===== src/logic/rvDecodePkg.sv =====
package rvDecodePkg;

    // Lanes per bundle
    localparam int NUM_LANES = 2;

    // RV32I base opcodes
    localparam logic [6:0] OP_LUI    = 7'b0110111;
    localparam logic [6:0] OP_AUIPC  = 7'b0010111;
    localparam logic [6:0] OP_JAL    = 7'b1101111;
    localparam logic [6:0] OP_JALR   = 7'b1100111;
    localparam logic [6:0] OP_BRANCH = 7'b1100011;
    localparam logic [6:0] OP_LOAD   = 7'b0000011;
    localparam logic [6:0] OP_STORE  = 7'b0100011;
    localparam logic [6:0] OP_IMM    = 7'b0010011;
    localparam logic [6:0] OP_REG    = 7'b0110011;
    localparam logic [6:0] OP_SYSTEM = 7'b1110011;

    // ADDI x0, x0, 0
    localparam logic [31:0] NOP_WORD = 32'h0000_0013;

    // ALU control, low codes match the classic single-cycle set
    localparam logic [3:0] ALU_AND   = 4'b0000;
    localparam logic [3:0] ALU_OR    = 4'b0001;
    localparam logic [3:0] ALU_ADD   = 4'b0010;
    localparam logic [3:0] ALU_XOR   = 4'b0011;
    localparam logic [3:0] ALU_SLL   = 4'b0100;
    localparam logic [3:0] ALU_SRL   = 4'b0101;
    localparam logic [3:0] ALU_SUB   = 4'b0110;
    localparam logic [3:0] ALU_SLT   = 4'b0111;
    localparam logic [3:0] ALU_SLTU  = 4'b1000;
    localparam logic [3:0] ALU_SRA   = 4'b1001;
    // Operand B straight through, for LUI
    localparam logic [3:0] ALU_PASSB = 4'b1010;

    // One instruction word, read through each base format
    typedef union packed {
        struct packed {
            logic [6:0] funct7;
            logic [4:0] rs2;
            logic [4:0] rs1;
            logic [2:0] funct3;
            logic [4:0] rd;
            logic [6:0] opcode;
        } rFmt;
        struct packed {
            logic [11:0] imm;
            logic [4:0]  rs1;
            logic [2:0]  funct3;
            logic [4:0]  rd;
            logic [6:0]  opcode;
        } iFmt;
        struct packed {
            logic [6:0] immHi;
            logic [4:0] rs2;
            logic [4:0] rs1;
            logic [2:0] funct3;
            logic [4:0] immLo;
            logic [6:0] opcode;
        } sFmt;
        struct packed {
            logic       imm12;
            logic [5:0] imm10to5;
            logic [4:0] rs2;
            logic [4:0] rs1;
            logic [2:0] funct3;
            logic [3:0] imm4to1;
            logic       imm11;
            logic [6:0] opcode;
        } bFmt;
        struct packed {
            logic [19:0] imm;
            logic [4:0]  rd;
            logic [6:0]  opcode;
        } uFmt;
        struct packed {
            logic       imm20;
            logic [9:0] imm10to1;
            logic       imm11;
            logic [7:0] imm19to12;
            logic [4:0] rd;
            logic [6:0] opcode;
        } jFmt;
    } rvInstr;

endpackage


===== src/logic/bundleLatch.sv =====
`timescale 1ns/10ps

module bundleLatch
    import rvDecodePkg::*;
(
    input  logic        clk,
    input  logic        rst,
    input  logic        bundleValid,
    input  logic [1:0]  slotValid,
    input  logic [31:0] instrIn [NUM_LANES],
    output logic [31:0] laneInstr [NUM_LANES],
    output logic        latchValid
);

    always_ff @(posedge clk or posedge rst)
    begin
        if (rst)
        begin
            // Lanes idle on a NOP out of reset
            for (int k = 0; k < NUM_LANES; k++)
            begin
                laneInstr[k] <= NOP_WORD;
            end
            latchValid <= 1'b0;
        end
        else
        begin
            // Strobe delayed by one cycle
            latchValid <= bundleValid;
            if (bundleValid)
            begin
                for (int k = 0; k < NUM_LANES; k++)
                begin
                    // Empty slot becomes a NOP
                    laneInstr[k] <= slotValid[k] ? instrIn[k] : NOP_WORD;
                end
            end
        end
    end

    // A strobe carries at least one real instruction
    assert property (@(posedge clk) disable iff (rst)
        bundleValid |-> (slotValid != 2'b00));

endmodule


===== src/logic/immGen.sv =====
`timescale 1ns/10ps

module immGen
    import rvDecodePkg::*;
(
    input  rvInstr      instr,
    output logic [31:0] imm
);

    always_comb
    begin
        imm = '0;
        case (instr.rFmt.opcode)
            // I-type, plain sign extension
            OP_LOAD, OP_JALR, OP_SYSTEM:
            begin
                imm = {{20{instr.iFmt.imm[11]}}, instr.iFmt.imm};
            end
            OP_IMM:
            begin
                // SLLI, SRLI, SRAI keep shamt only
                if (instr.iFmt.funct3 == 3'b001 || instr.iFmt.funct3 == 3'b101)
                begin
                    imm = {27'b0, instr.rFmt.rs2};
                end
                else
                begin
                    imm = {{20{instr.iFmt.imm[11]}}, instr.iFmt.imm};
                end
            end
            // S-type, offset split around rs1/rs2
            OP_STORE:
            begin
                imm = {{20{instr.sFmt.immHi[6]}}, instr.sFmt.immHi, instr.sFmt.immLo};
            end
            // B-type, bit 0 always zero
            OP_BRANCH:
            begin
                imm = {{19{instr.bFmt.imm12}}, instr.bFmt.imm12, instr.bFmt.imm11,
                       instr.bFmt.imm10to5, instr.bFmt.imm4to1, 1'b0};
            end
            // J-type, 21-bit offset
            OP_JAL:
            begin
                imm = {{11{instr.jFmt.imm20}}, instr.jFmt.imm20, instr.jFmt.imm19to12,
                       instr.jFmt.imm11, instr.jFmt.imm10to1, 1'b0};
            end
            // U-type, upper 20 bits at the top
            OP_LUI, OP_AUIPC:
            begin
                imm = {instr.uFmt.imm, 12'b0};
            end
            default:
            begin
                imm = '0;
            end
        endcase
    end

endmodule


===== src/logic/decodeLane.sv =====
`timescale 1ns/10ps

module decodeLane
    import rvDecodePkg::*;
(
    input  logic [31:0] instr,
    output logic [4:0]  rd,
    output logic [4:0]  rs1,
    output logic [4:0]  rs2,
    output logic [31:0] imm,
    output logic [3:0]  aluControl,
    output logic        aluSrc,
    output logic        memRead,
    output logic        memWrite,
    output logic        regWrite,
    output logic        memToReg,
    output logic        branch,
    output logic        jump,
    output logic        illegal
);

    rvInstr word;
    logic   funct7Ok;

    // funct3 to ALU code, alt selects SUB and SRA
    function automatic logic [3:0] aluFromFunct(input logic [2:0] funct3, input logic alt);
        case (funct3)
            3'b000:  return alt ? ALU_SUB : ALU_ADD;
            3'b001:  return ALU_SLL;
            3'b010:  return ALU_SLT;
            3'b011:  return ALU_SLTU;
            3'b100:  return ALU_XOR;
            3'b101:  return alt ? ALU_SRA : ALU_SRL;
            3'b110:  return ALU_OR;
            default: return ALU_AND;
        endcase
    endfunction

    assign word = instr;

    // Register fields sit at the same spot in every format
    assign rd  = word.rFmt.rd;
    assign rs1 = word.rFmt.rs1;
    assign rs2 = word.rFmt.rs2;

    immGen immGenInst (
        .instr(word),
        .imm  (imm)
    );

    // R-type: funct7 zero, or 0100000 only for SUB and SRA
    assign funct7Ok = (word.rFmt.funct7 == 7'b0000000) ||
                      ((word.rFmt.funct7 == 7'b0100000) &&
                       (word.rFmt.funct3 == 3'b000 || word.rFmt.funct3 == 3'b101));

    always_comb
    begin
        aluControl = ALU_AND;
        aluSrc     = 1'b0;
        memRead    = 1'b0;
        memWrite   = 1'b0;
        regWrite   = 1'b0;
        memToReg   = 1'b0;
        branch     = 1'b0;
        jump       = 1'b0;
        illegal    = 1'b0;
        case (word.rFmt.opcode)
            OP_LUI:
            begin
                aluControl = ALU_PASSB;
                aluSrc     = 1'b1;
                regWrite   = 1'b1;
            end
            OP_AUIPC:
            begin
                aluControl = ALU_ADD;
                aluSrc     = 1'b1;
                regWrite   = 1'b1;
            end
            // Link register written with the return address
            OP_JAL, OP_JALR:
            begin
                aluControl = ALU_ADD;
                aluSrc     = 1'b1;
                jump       = 1'b1;
                regWrite   = 1'b1;
            end
            // Compare by subtraction
            OP_BRANCH:
            begin
                aluControl = ALU_SUB;
                branch     = 1'b1;
            end
            // Address = rs1 + offset
            OP_LOAD:
            begin
                aluControl = ALU_ADD;
                aluSrc     = 1'b1;
                memRead    = 1'b1;
                memToReg   = 1'b1;
                regWrite   = 1'b1;
            end
            OP_STORE:
            begin
                aluControl = ALU_ADD;
                aluSrc     = 1'b1;
                memWrite   = 1'b1;
            end
            // No SUBI, bit 30 only matters for SRAI
            OP_IMM:
            begin
                aluControl = aluFromFunct(word.iFmt.funct3,
                                          (word.iFmt.funct3 == 3'b101) && instr[30]);
                aluSrc     = 1'b1;
                regWrite   = 1'b1;
            end
            OP_REG:
            begin
                if (funct7Ok)
                begin
                    aluControl = aluFromFunct(word.rFmt.funct3, word.rFmt.funct7[5]);
                    regWrite   = 1'b1;
                end
                else
                begin
                    illegal = 1'b1;
                end
            end
            // ECALL, EBREAK pass as no-ops
            OP_SYSTEM:
            begin
                illegal = 1'b0;
            end
            default:
            begin
                illegal = 1'b1;
            end
        endcase
    end

    // Never both memory directions for one opcode
    assert final (!(memRead && memWrite));

endmodule


===== src/logic/issueCollector.sv =====
`timescale 1ns/10ps

module issueCollector
    import rvDecodePkg::*;
(
    input  logic        clk,
    input  logic        rst,
    input  logic        latchValid,
    input  logic [4:0]  laneRd [NUM_LANES],
    input  logic [4:0]  laneRs1 [NUM_LANES],
    input  logic [4:0]  laneRs2 [NUM_LANES],
    input  logic [31:0] laneImm [NUM_LANES],
    input  logic [3:0]  laneAluControl [NUM_LANES],
    input  logic        laneAluSrc [NUM_LANES],
    input  logic        laneMemRead [NUM_LANES],
    input  logic        laneMemWrite [NUM_LANES],
    input  logic        laneRegWrite [NUM_LANES],
    input  logic        laneMemToReg [NUM_LANES],
    input  logic        laneBranch [NUM_LANES],
    input  logic        laneJump [NUM_LANES],
    input  logic        laneIllegal [NUM_LANES],
    output logic [4:0]  outRd [NUM_LANES],
    output logic [4:0]  outRs1 [NUM_LANES],
    output logic [4:0]  outRs2 [NUM_LANES],
    output logic [31:0] outImm [NUM_LANES],
    output logic [3:0]  outAluControl [NUM_LANES],
    output logic        outAluSrc [NUM_LANES],
    output logic        outMemRead [NUM_LANES],
    output logic        outMemWrite [NUM_LANES],
    output logic        outRegWrite [NUM_LANES],
    output logic        outMemToReg [NUM_LANES],
    output logic        outBranch [NUM_LANES],
    output logic        outJump [NUM_LANES],
    output logic        outIllegal [NUM_LANES],
    output logic        outValid,
    output logic        hazard
);

    logic hazardNext;

    // Lane 1 reads what lane 0 writes in the same bundle; x0 never counts
    assign hazardNext = laneRegWrite[0] && (laneRd[0] != 5'd0) && !laneIllegal[1] &&
                        ((laneRd[0] == laneRs1[1]) || (laneRd[0] == laneRs2[1]));

    always_ff @(posedge clk or posedge rst)
    begin
        if (rst)
        begin
            outValid <= 1'b0;
            hazard   <= 1'b0;
            for (int k = 0; k < NUM_LANES; k++)
            begin
                outRd[k]         <= '0;
                outRs1[k]        <= '0;
                outRs2[k]        <= '0;
                outImm[k]        <= '0;
                outAluControl[k] <= '0;
                outAluSrc[k]     <= 1'b0;
                outMemRead[k]    <= 1'b0;
                outMemWrite[k]   <= 1'b0;
                outRegWrite[k]   <= 1'b0;
                outMemToReg[k]   <= 1'b0;
                outBranch[k]     <= 1'b0;
                outJump[k]       <= 1'b0;
                outIllegal[k]    <= 1'b0;
            end
        end
        else
        begin
            outValid <= latchValid;
            // Results held until the next bundle
            if (latchValid)
            begin
                hazard <= hazardNext;
                for (int k = 0; k < NUM_LANES; k++)
                begin
                    outRd[k]         <= laneRd[k];
                    outRs1[k]        <= laneRs1[k];
                    outRs2[k]        <= laneRs2[k];
                    outImm[k]        <= laneImm[k];
                    outAluControl[k] <= laneAluControl[k];
                    outAluSrc[k]     <= laneAluSrc[k];
                    outMemRead[k]    <= laneMemRead[k];
                    outMemWrite[k]   <= laneMemWrite[k];
                    outRegWrite[k]   <= laneRegWrite[k];
                    outMemToReg[k]   <= laneMemToReg[k];
                    outBranch[k]     <= laneBranch[k];
                    outJump[k]       <= laneJump[k];
                    outIllegal[k]    <= laneIllegal[k];
                end
            end
        end
    end

    // Lane decode plus capture never let an illegal word write a register
    for (genvar k = 0; k < NUM_LANES; k++)
    begin : gIllegalChk
        assert property (@(posedge clk) disable iff (rst)
            outValid |-> !(outIllegal[k] && outRegWrite[k]));
    end

endmodule


===== src/logic/rv32iDecodeTop.sv =====
`timescale 1ns/10ps

module rv32iDecodeTop
    import rvDecodePkg::*;
(
    input  logic        clk,
    input  logic        rst,
    input  logic        bundleValid,
    input  logic [1:0]  slotValid,
    input  logic [31:0] instrIn [NUM_LANES],
    output logic [4:0]  outRd [NUM_LANES],
    output logic [4:0]  outRs1 [NUM_LANES],
    output logic [4:0]  outRs2 [NUM_LANES],
    output logic [31:0] outImm [NUM_LANES],
    output logic [3:0]  outAluControl [NUM_LANES],
    output logic        outAluSrc [NUM_LANES],
    output logic        outMemRead [NUM_LANES],
    output logic        outMemWrite [NUM_LANES],
    output logic        outRegWrite [NUM_LANES],
    output logic        outMemToReg [NUM_LANES],
    output logic        outBranch [NUM_LANES],
    output logic        outJump [NUM_LANES],
    output logic        outIllegal [NUM_LANES],
    output logic        outValid,
    output logic        hazard
);

    // Latched words and their strobe
    logic [31:0] laneInstr [NUM_LANES];
    logic        latchValid;

    // Combinational decode results per lane
    logic [4:0]  laneRd [NUM_LANES];
    logic [4:0]  laneRs1 [NUM_LANES];
    logic [4:0]  laneRs2 [NUM_LANES];
    logic [31:0] laneImm [NUM_LANES];
    logic [3:0]  laneAluControl [NUM_LANES];
    logic        laneAluSrc [NUM_LANES];
    logic        laneMemRead [NUM_LANES];
    logic        laneMemWrite [NUM_LANES];
    logic        laneRegWrite [NUM_LANES];
    logic        laneMemToReg [NUM_LANES];
    logic        laneBranch [NUM_LANES];
    logic        laneJump [NUM_LANES];
    logic        laneIllegal [NUM_LANES];

    bundleLatch bundleLatchInst (
        .clk        (clk),
        .rst        (rst),
        .bundleValid(bundleValid),
        .slotValid  (slotValid),
        .instrIn    (instrIn),
        .laneInstr  (laneInstr),
        .latchValid (latchValid)
    );

    // One decoder per slot
    for (genvar k = 0; k < NUM_LANES; k++)
    begin : gLane
        decodeLane decodeLaneInst (
            .instr     (laneInstr[k]),
            .rd        (laneRd[k]),
            .rs1       (laneRs1[k]),
            .rs2       (laneRs2[k]),
            .imm       (laneImm[k]),
            .aluControl(laneAluControl[k]),
            .aluSrc    (laneAluSrc[k]),
            .memRead   (laneMemRead[k]),
            .memWrite  (laneMemWrite[k]),
            .regWrite  (laneRegWrite[k]),
            .memToReg  (laneMemToReg[k]),
            .branch    (laneBranch[k]),
            .jump      (laneJump[k]),
            .illegal   (laneIllegal[k])
        );
    end

    issueCollector issueCollectorInst (
        .clk           (clk),
        .rst           (rst),
        .latchValid    (latchValid),
        .laneRd        (laneRd),
        .laneRs1       (laneRs1),
        .laneRs2       (laneRs2),
        .laneImm       (laneImm),
        .laneAluControl(laneAluControl),
        .laneAluSrc    (laneAluSrc),
        .laneMemRead   (laneMemRead),
        .laneMemWrite  (laneMemWrite),
        .laneRegWrite  (laneRegWrite),
        .laneMemToReg  (laneMemToReg),
        .laneBranch    (laneBranch),
        .laneJump      (laneJump),
        .laneIllegal   (laneIllegal),
        .outRd         (outRd),
        .outRs1        (outRs1),
        .outRs2        (outRs2),
        .outImm        (outImm),
        .outAluControl (outAluControl),
        .outAluSrc     (outAluSrc),
        .outMemRead    (outMemRead),
        .outMemWrite   (outMemWrite),
        .outRegWrite   (outRegWrite),
        .outMemToReg   (outMemToReg),
        .outBranch     (outBranch),
        .outJump       (outJump),
        .outIllegal    (outIllegal),
        .outValid      (outValid),
        .hazard        (hazard)
    );

endmodule


===== config.mk =====
export PLATFORM = sky130hd
export DESIGN_NAME = rv32iDecodeTop
export DESIGN_NICKNAME = d
export VERILOG_FILES = /design/src/logic/rvDecodePkg.sv /design/src/logic/bundleLatch.sv /design/src/logic/immGen.sv /design/src/logic/decodeLane.sv /design/src/logic/issueCollector.sv /design/src/logic/rv32iDecodeTop.sv
export SDC_FILE = /design/constraint.sdc
export NUM_CORES = 1
export LEC_CHECK = 0
export ABC_AREA = 1
export BUFFER_PORTS_ARGS = -buffer_cell sky130_fd_sc_hd__buf_2
export CAP_MARGIN = 15
export CORE_AREA = 2 2 160 130
export CTS_CLUSTER_DIAMETER = 150
export DETAILED_ROUTE_END_ITERATION = 10
export DIE_AREA = 0 0 162 132
export GPL_ROUTABILITY_DRIVEN = 0
export PLACE_DENSITY = 0.72
export SYNTH_ARGS = -nofsm -noshare
export SYNTH_HDL_FRONTEND = slang
export SYNTH_SLANG_ARGS = --single-unit

===== constraint.sdc =====
create_clock -name clk -period 7.7 [get_ports clk]
set_input_delay 0.77 -clock clk [delete_from_list [all_inputs] [get_ports clk]]
set_output_delay 0.77 -clock clk [all_outputs]
set_load 0.05 [all_outputs]

# Word-level counts from Yosys, hierarchy flattened
# Index checks and enable logic that the tools add are counted.
[totals]
inputBits = 69
reg_bits = 183
[op_classes]
muxes = 40
reduce_logical = 34
n_eq_ne = 36
[op_table]
columns = ["cell", "n"]
rows = [
  ["32-bit case mux with 6 select lines", 2],
  ["32-bit 2-to-1 mux", 4],
  ["4-bit case mux with 7 select lines", 4],
  ["7-bit by 6-bit equality test with 1-bit output (second input constant)", 8],
  ["7-bit equality test (second input constant)", 8],
  ["4-bit case mux with 5 select lines", 2],
  ["7-bit by 5-bit equality test with 1-bit output (second input constant)", 4],
  ["4-bit 2-to-1 mux", 6],
  ["3-bit equality test (second input constant)", 6],
  ["9-bit OR reduction", 2],
  ["7-bit by 2-bit equality test with 1-bit output (second input constant)", 2],
  ["7-bit logical NOT", 2],
  ["1-bit 2-to-1 mux", 14],
  ["7-bit OR reduction", 2],
  ["3-bit by 2-bit equality test with 1-bit output (second input constant)", 4],
  ["3-bit 2-to-1 mux", 4],
  ["6-bit OR reduction", 2],
  ["5-bit equality test", 2],
  ["5-bit OR reduction", 2],
  ["1-bit case mux with 2 select lines", 4],
  ["2-bit OR reduction", 4],
  ["1-bit logical AND", 7],
  ["1-bit logical OR", 7],
  ["3-bit by 1-bit equality test with 1-bit output (second input constant)", 2],
  ["other kinds (4)", 6],
]

# Logic depth before layout (Yosys ltp)
[depth]
ltp_word = 9
mapped_depth = 12
mapped_depth_nobuf = 11

# Hierarchy
# From an unflattened synthesis, not the netlist that was laid out.
[unflattened]
cells_unflattened = 1407
area_unflattened_um2 = 10197.3
[modules_own_cells]
columns = ["module", "cells_per_inst", "area_each_um2", "instances"]
rows = [
  ["issueCollector", 543, 4733.3, 1],
  ["bundleLatch", 290, 2648.8, 1],
  ["immGen", 189, 903.4, 2],
  ["decodeLane", 98, 504.2, 2],
]

# Worst setup path before layout
# OpenSTA, ideal clock, no wires.
[synth_timing]
path_type = "register -> output"
start = "register issueCollectorInst.outMemToReg[0] (netlist bit)"
end = "output port outMemToReg[0] (netlist bit)"
path_slack_ns = 6.026
arrival_ns = 0.904
stages_incl_launch_ff = 2
cell_sequence = "dfrtp_1 buf_4"
[synth_rtl]
columns = ["element", "line", "source"]
rows = [
  ["from (decl)", "issueCollector.sv:31", "output logic outMemToReg [NUM_LANES],"],
  ["from (signal, indexed assignment)", "issueCollector.sv:86", "outMemToReg[k] <= laneMemToReg[k];"],
  ["to (decl)", "rv32iDecodeTop.sv:20", "output logic outMemToReg [NUM_LANES],"],
]
# No word-level cell between the ends.

# Final worst setup path
[layout_timing]
start = "register bundleLatchInst.laneInstr[32] (netlist bit)"
end = "register issueCollectorInst.outImm[52] (netlist bit)"
[layout_via]
elab_chain_cells = 3
[layout_rtl]
columns = ["element", "line", "source"]
rows = [
  ["from (decl)", "bundleLatch.sv:11", "output logic [31:0] laneInstr [NUM_LANES],"],
  ["from (signal, indexed assignment)", "bundleLatch.sv:35", "laneInstr[k] <= slotValid[k] ? instrIn[k] : NOP_WORD;"],
  ["7-bit equality test, or another cell as far along", "immGen.sv:13", "case (instr.rFmt.opcode)"],
  ["3-bit OR reduction or 2-bit OR reduction (tied branches)", "immGen.sv:13", ""],
  ["32-bit case mux with 6 select lines *", "immGen.sv:13", ""],
  ["to (signal, indexed assignment)", "issueCollector.sv:80", "outImm[k] <= laneImm[k];"],
  ["to (decl)", "issueCollector.sv:25", "output logic [31:0] outImm [NUM_LANES],"],
]
# Mark *: on every way between the ends. The rest lies on a longest branch, timed or not.
# A chain may end at the register's enable or synchronous reset.

==> metrics.yaml <==
yosysSeqAreaShare_pct: 52.3
ys_ff_latch: 183
regToRegSetupSlack_ps: 5330
post_cts_buffers: 0
final_max_slew_viol_count: 0
mostFrequentLayoutCell: "nand2_1"
leakagePower_nw: 5.94
synth_edf_count: 0
drv_cap: 0
hp-class: "in -> async"
die_h_um: 132
synth_async_sr_flop_share_pct: 100
clkTransAtPathRegs_ps: 70
outcome: "completed"
r2r_end: "issueCollectorInst.outImm[52]"
grt_max_degree: 116
timing.final.crit_share_pct: 30.8
avgViaCountPerCell: 5.16
grt_use_total_pct: 23.6
cts-resized-gates: 0
max_slew_margin_pct: 37.5
fp.dieW_um: 162
synthFlopType: "dfrtp_1"
cts-buffers-inserted: 17
postRouteAntennaNets: 0
netlist_instances: 1151
period_minus_slack_ps: 2370
vias: 8153
finalSetupViolCount: 0
synth_nets: 1220
critical_path_class: "reg -> reg"
place_hpwl_um: 17600
antenna_found_initial: 0
ir_worst_vdd_mv: 0.137
syn_avg_cell_area_um2: 7.62
wl_per_cell_um: 15.9
critPathMaxFanout: 11
drive_above_1_share_pct: 20.2
io_buffers: 188
finalNonFillerCells: 1579
grt_pass1_vias: 7375
drtIter0Drc: 804
cp-end-kind: "flop"
htree_levels: 4
cts_hold_buffers: 0
syn-cell-area_um2: 8770
cp.arrival_ps: 2750
cts_tree: "done"
r2r_cells: 8
die_area_um2: 21400
critPathRequiredTime_ps: 8080
fin_setup_tns_ps: 0
cts-root-buf: "clkbuf_16"
fmax_mhz: 421
grt_pass1_wl_um: 39700
cts_sinks: 183
core_um2: 19700
finalHoldViolations: 0
reg2reg_from: "bundleLatchInst.laneInstr[32]"
wirelength_um: 25100
ys_warn_count: 0
n_fill_cell: 1941
overflow: 0
synth_cell_types: 35
worst_slew_pin_slew_ps: 937
antenna_cells: 0
clock_latency_ps: 440
initial_core_util_pct: 44.6
rsz0062_at_grt: "no"
power_density_nw_per_um2: 236
dr.pass1.iters: 5
synthToLayoutAreaGrowth_pct: 18.1
crit_start: "bundleLatchInst.laneInstr[32]"
multi_input_area_um2: 3610
drc: 0
mostFrequentLayoutCells: "nand2_1 (502), buf_2 (188), dfrtp_1 (176)"
start_kind: "flop"
io_pins: 189
dpl.cell_count: 1548
clockBufferDepth: 2
final_nets: 1373
clock_skew_ps: 13.8
num_rows: 46
seq_area_um2: 4590
crit_end: "issueCollectorInst.outImm[52]"
[registers in the layout (all words and copies together), names as in the netlist]
register	count
issueCollectorInst.outJump	2
issueCollectorInst.outAluControl	8
bundleLatchInst.laneInstr	64
issueCollectorInst.outRegWrite	2
issueCollectorInst.outMemWrite	2
issueCollectorInst.outAluSrc	2
issueCollectorInst.outIllegal	2
issueCollectorInst.hazard	1
issueCollectorInst.outRd	10
issueCollectorInst.outRs1	10
bundleLatchInst.latchValid	1
issueCollectorInst.outImm	64
issueCollectorInst.outRs2	10
issueCollectorInst.outBranch	2
issueCollectorInst.outMemToReg	2
issueCollectorInst.outValid	1
[final cells by class]
| cell class | instances | share of cell area (%) |
|---|---|---|
| Timing Repair Buffer | 195 | 9.78 |
| Clock buffer | 23 | 4.52 |
| Inverter | 73 | 2.72 |
| Clock inverter | 7 | 0.700 |
| Sequential cell | 183 | 44.3 |
| Multi-Input combinational cell | 834 | 34.8 |
| Tap cell | 264 | 3.19 |
[kinds of logic after synthesis]
kind of cell	Yosys count	share of synthesized area, %
buffers and inverters	134	6.69
and+or+nand+nor	705	32.9
AOI/OAI and AO/OA	125	7.73
xor gates and xnor gates	4	0.399
DFF	183	52.3
[per-stage QoR]
stage | utilization (%) | hold slack, ps | worst slack [ps] | instance area (um2) | total power, mW
2_1_floorplan | - | 390 | 1970 | 8770 | 1.48
3_3_place_gp | 49.7 | 457 | 5090 | 9790 | 1.62
3_5_place_dp | 49.7 | 460 | 5060 | 9790 | 1.62
4_1_cts | 52.5 | 477 | 5420 | 10300 | 2.45
5_1_grt | 52.6 | 253 | 5160 | 10400 | 2.54
6_report | 52.6 | 251 | 5330 | 10400 | 2.45
[cell usage after synthesis (2+ instances only)]
cell type | number | area share [%]
nor2_4 | 5 | 0.64
inv_2 | 12 | 0.51
dfrtp_1 | 177 | 50
nand4_1 | 4 | 0.29
o21ai_1 | 6 | 0.34
nor2_1 | 84 | 3.6
nand3_1 | 82 | 4.7
nand2_2 | 6 | 0.43
buf_2 | 19 | 1.1
o22ai_1 | 2 | 0.14
buf_6 | 5 | 0.64
o21ai_0 | 89 | 5.1
nor3_2 | 2 | 0.23
nand2_1 | 502 | 21
xnor2_1 | 2 | 0.20
buf_1 | 2 | 0.086
xor2_1 | 2 | 0.20
clkbuf_1 | 29 | 1.2
nor3_1 | 4 | 0.23
dfstp_2 | 6 | 1.8
clkinv_1 | 2 | 0.086
buf_4 | 6 | 0.51
a21oi_1 | 13 | 0.74
nor2_2 | 7 | 0.50
a22o_1 | 6 | 0.60
inv_1 | 59 | 2.5
nand3b_1 | 7 | 0.60
o22a_1 | 4 | 0.40
[how the worst min path moves through the flow]
stage                                    end                           from  cells past startpoint  slack [ps]
2_1_floorplan    issueCollectorInst.outValid     bundleLatchInst.latchValid                      0         390
3_3_place_gp    issueCollectorInst.outRs2[0]   issueCollectorInst.outRs2[0]                      2         460
3_5_place_dp   issueCollectorInst.outImm[53]  issueCollectorInst.outImm[53]                      2         460
4_1_cts         issueCollectorInst.outImm[1]   issueCollectorInst.outImm[1]                      2         480
5_1_grt         issueCollectorInst.outRs2[7]                            rst                      2         250
6_report        issueCollectorInst.outRs1[7]                            rst                      2         250
[where the power goes]
part / internal, mW / leakage, nW / switching (mW) / total, mW
logic: 0.116 / 3.27 / 0.391 / 0.507
clock network: 0.460 / 0.259 / 0.376 / 0.836
registers: 1.04 / 2.42 / 0.0634 / 1.10
total: 1.62 / 5.94 / 0.830 / 2.45
[critical path: stages, from the launching register on]
cell     delay [ps]
dfstp_2         550
nand2_2         110
nor3_2          630
nand3_1         550
nand2_1         190
nor2_1           50
nand3_1          80
nand2_1          70
nand2_1          80
[per-layer routing]
layer	part of all wire, %	track usage, %	up-vias
met3	7.7	4.59	30
met4	1.5	7.23	0
met5	0	0	-
li1	-	-	3915
met1	49	37.8	3869
met2	42	31.8	339
Note: power is estimated with default switching activity, not from simulation.
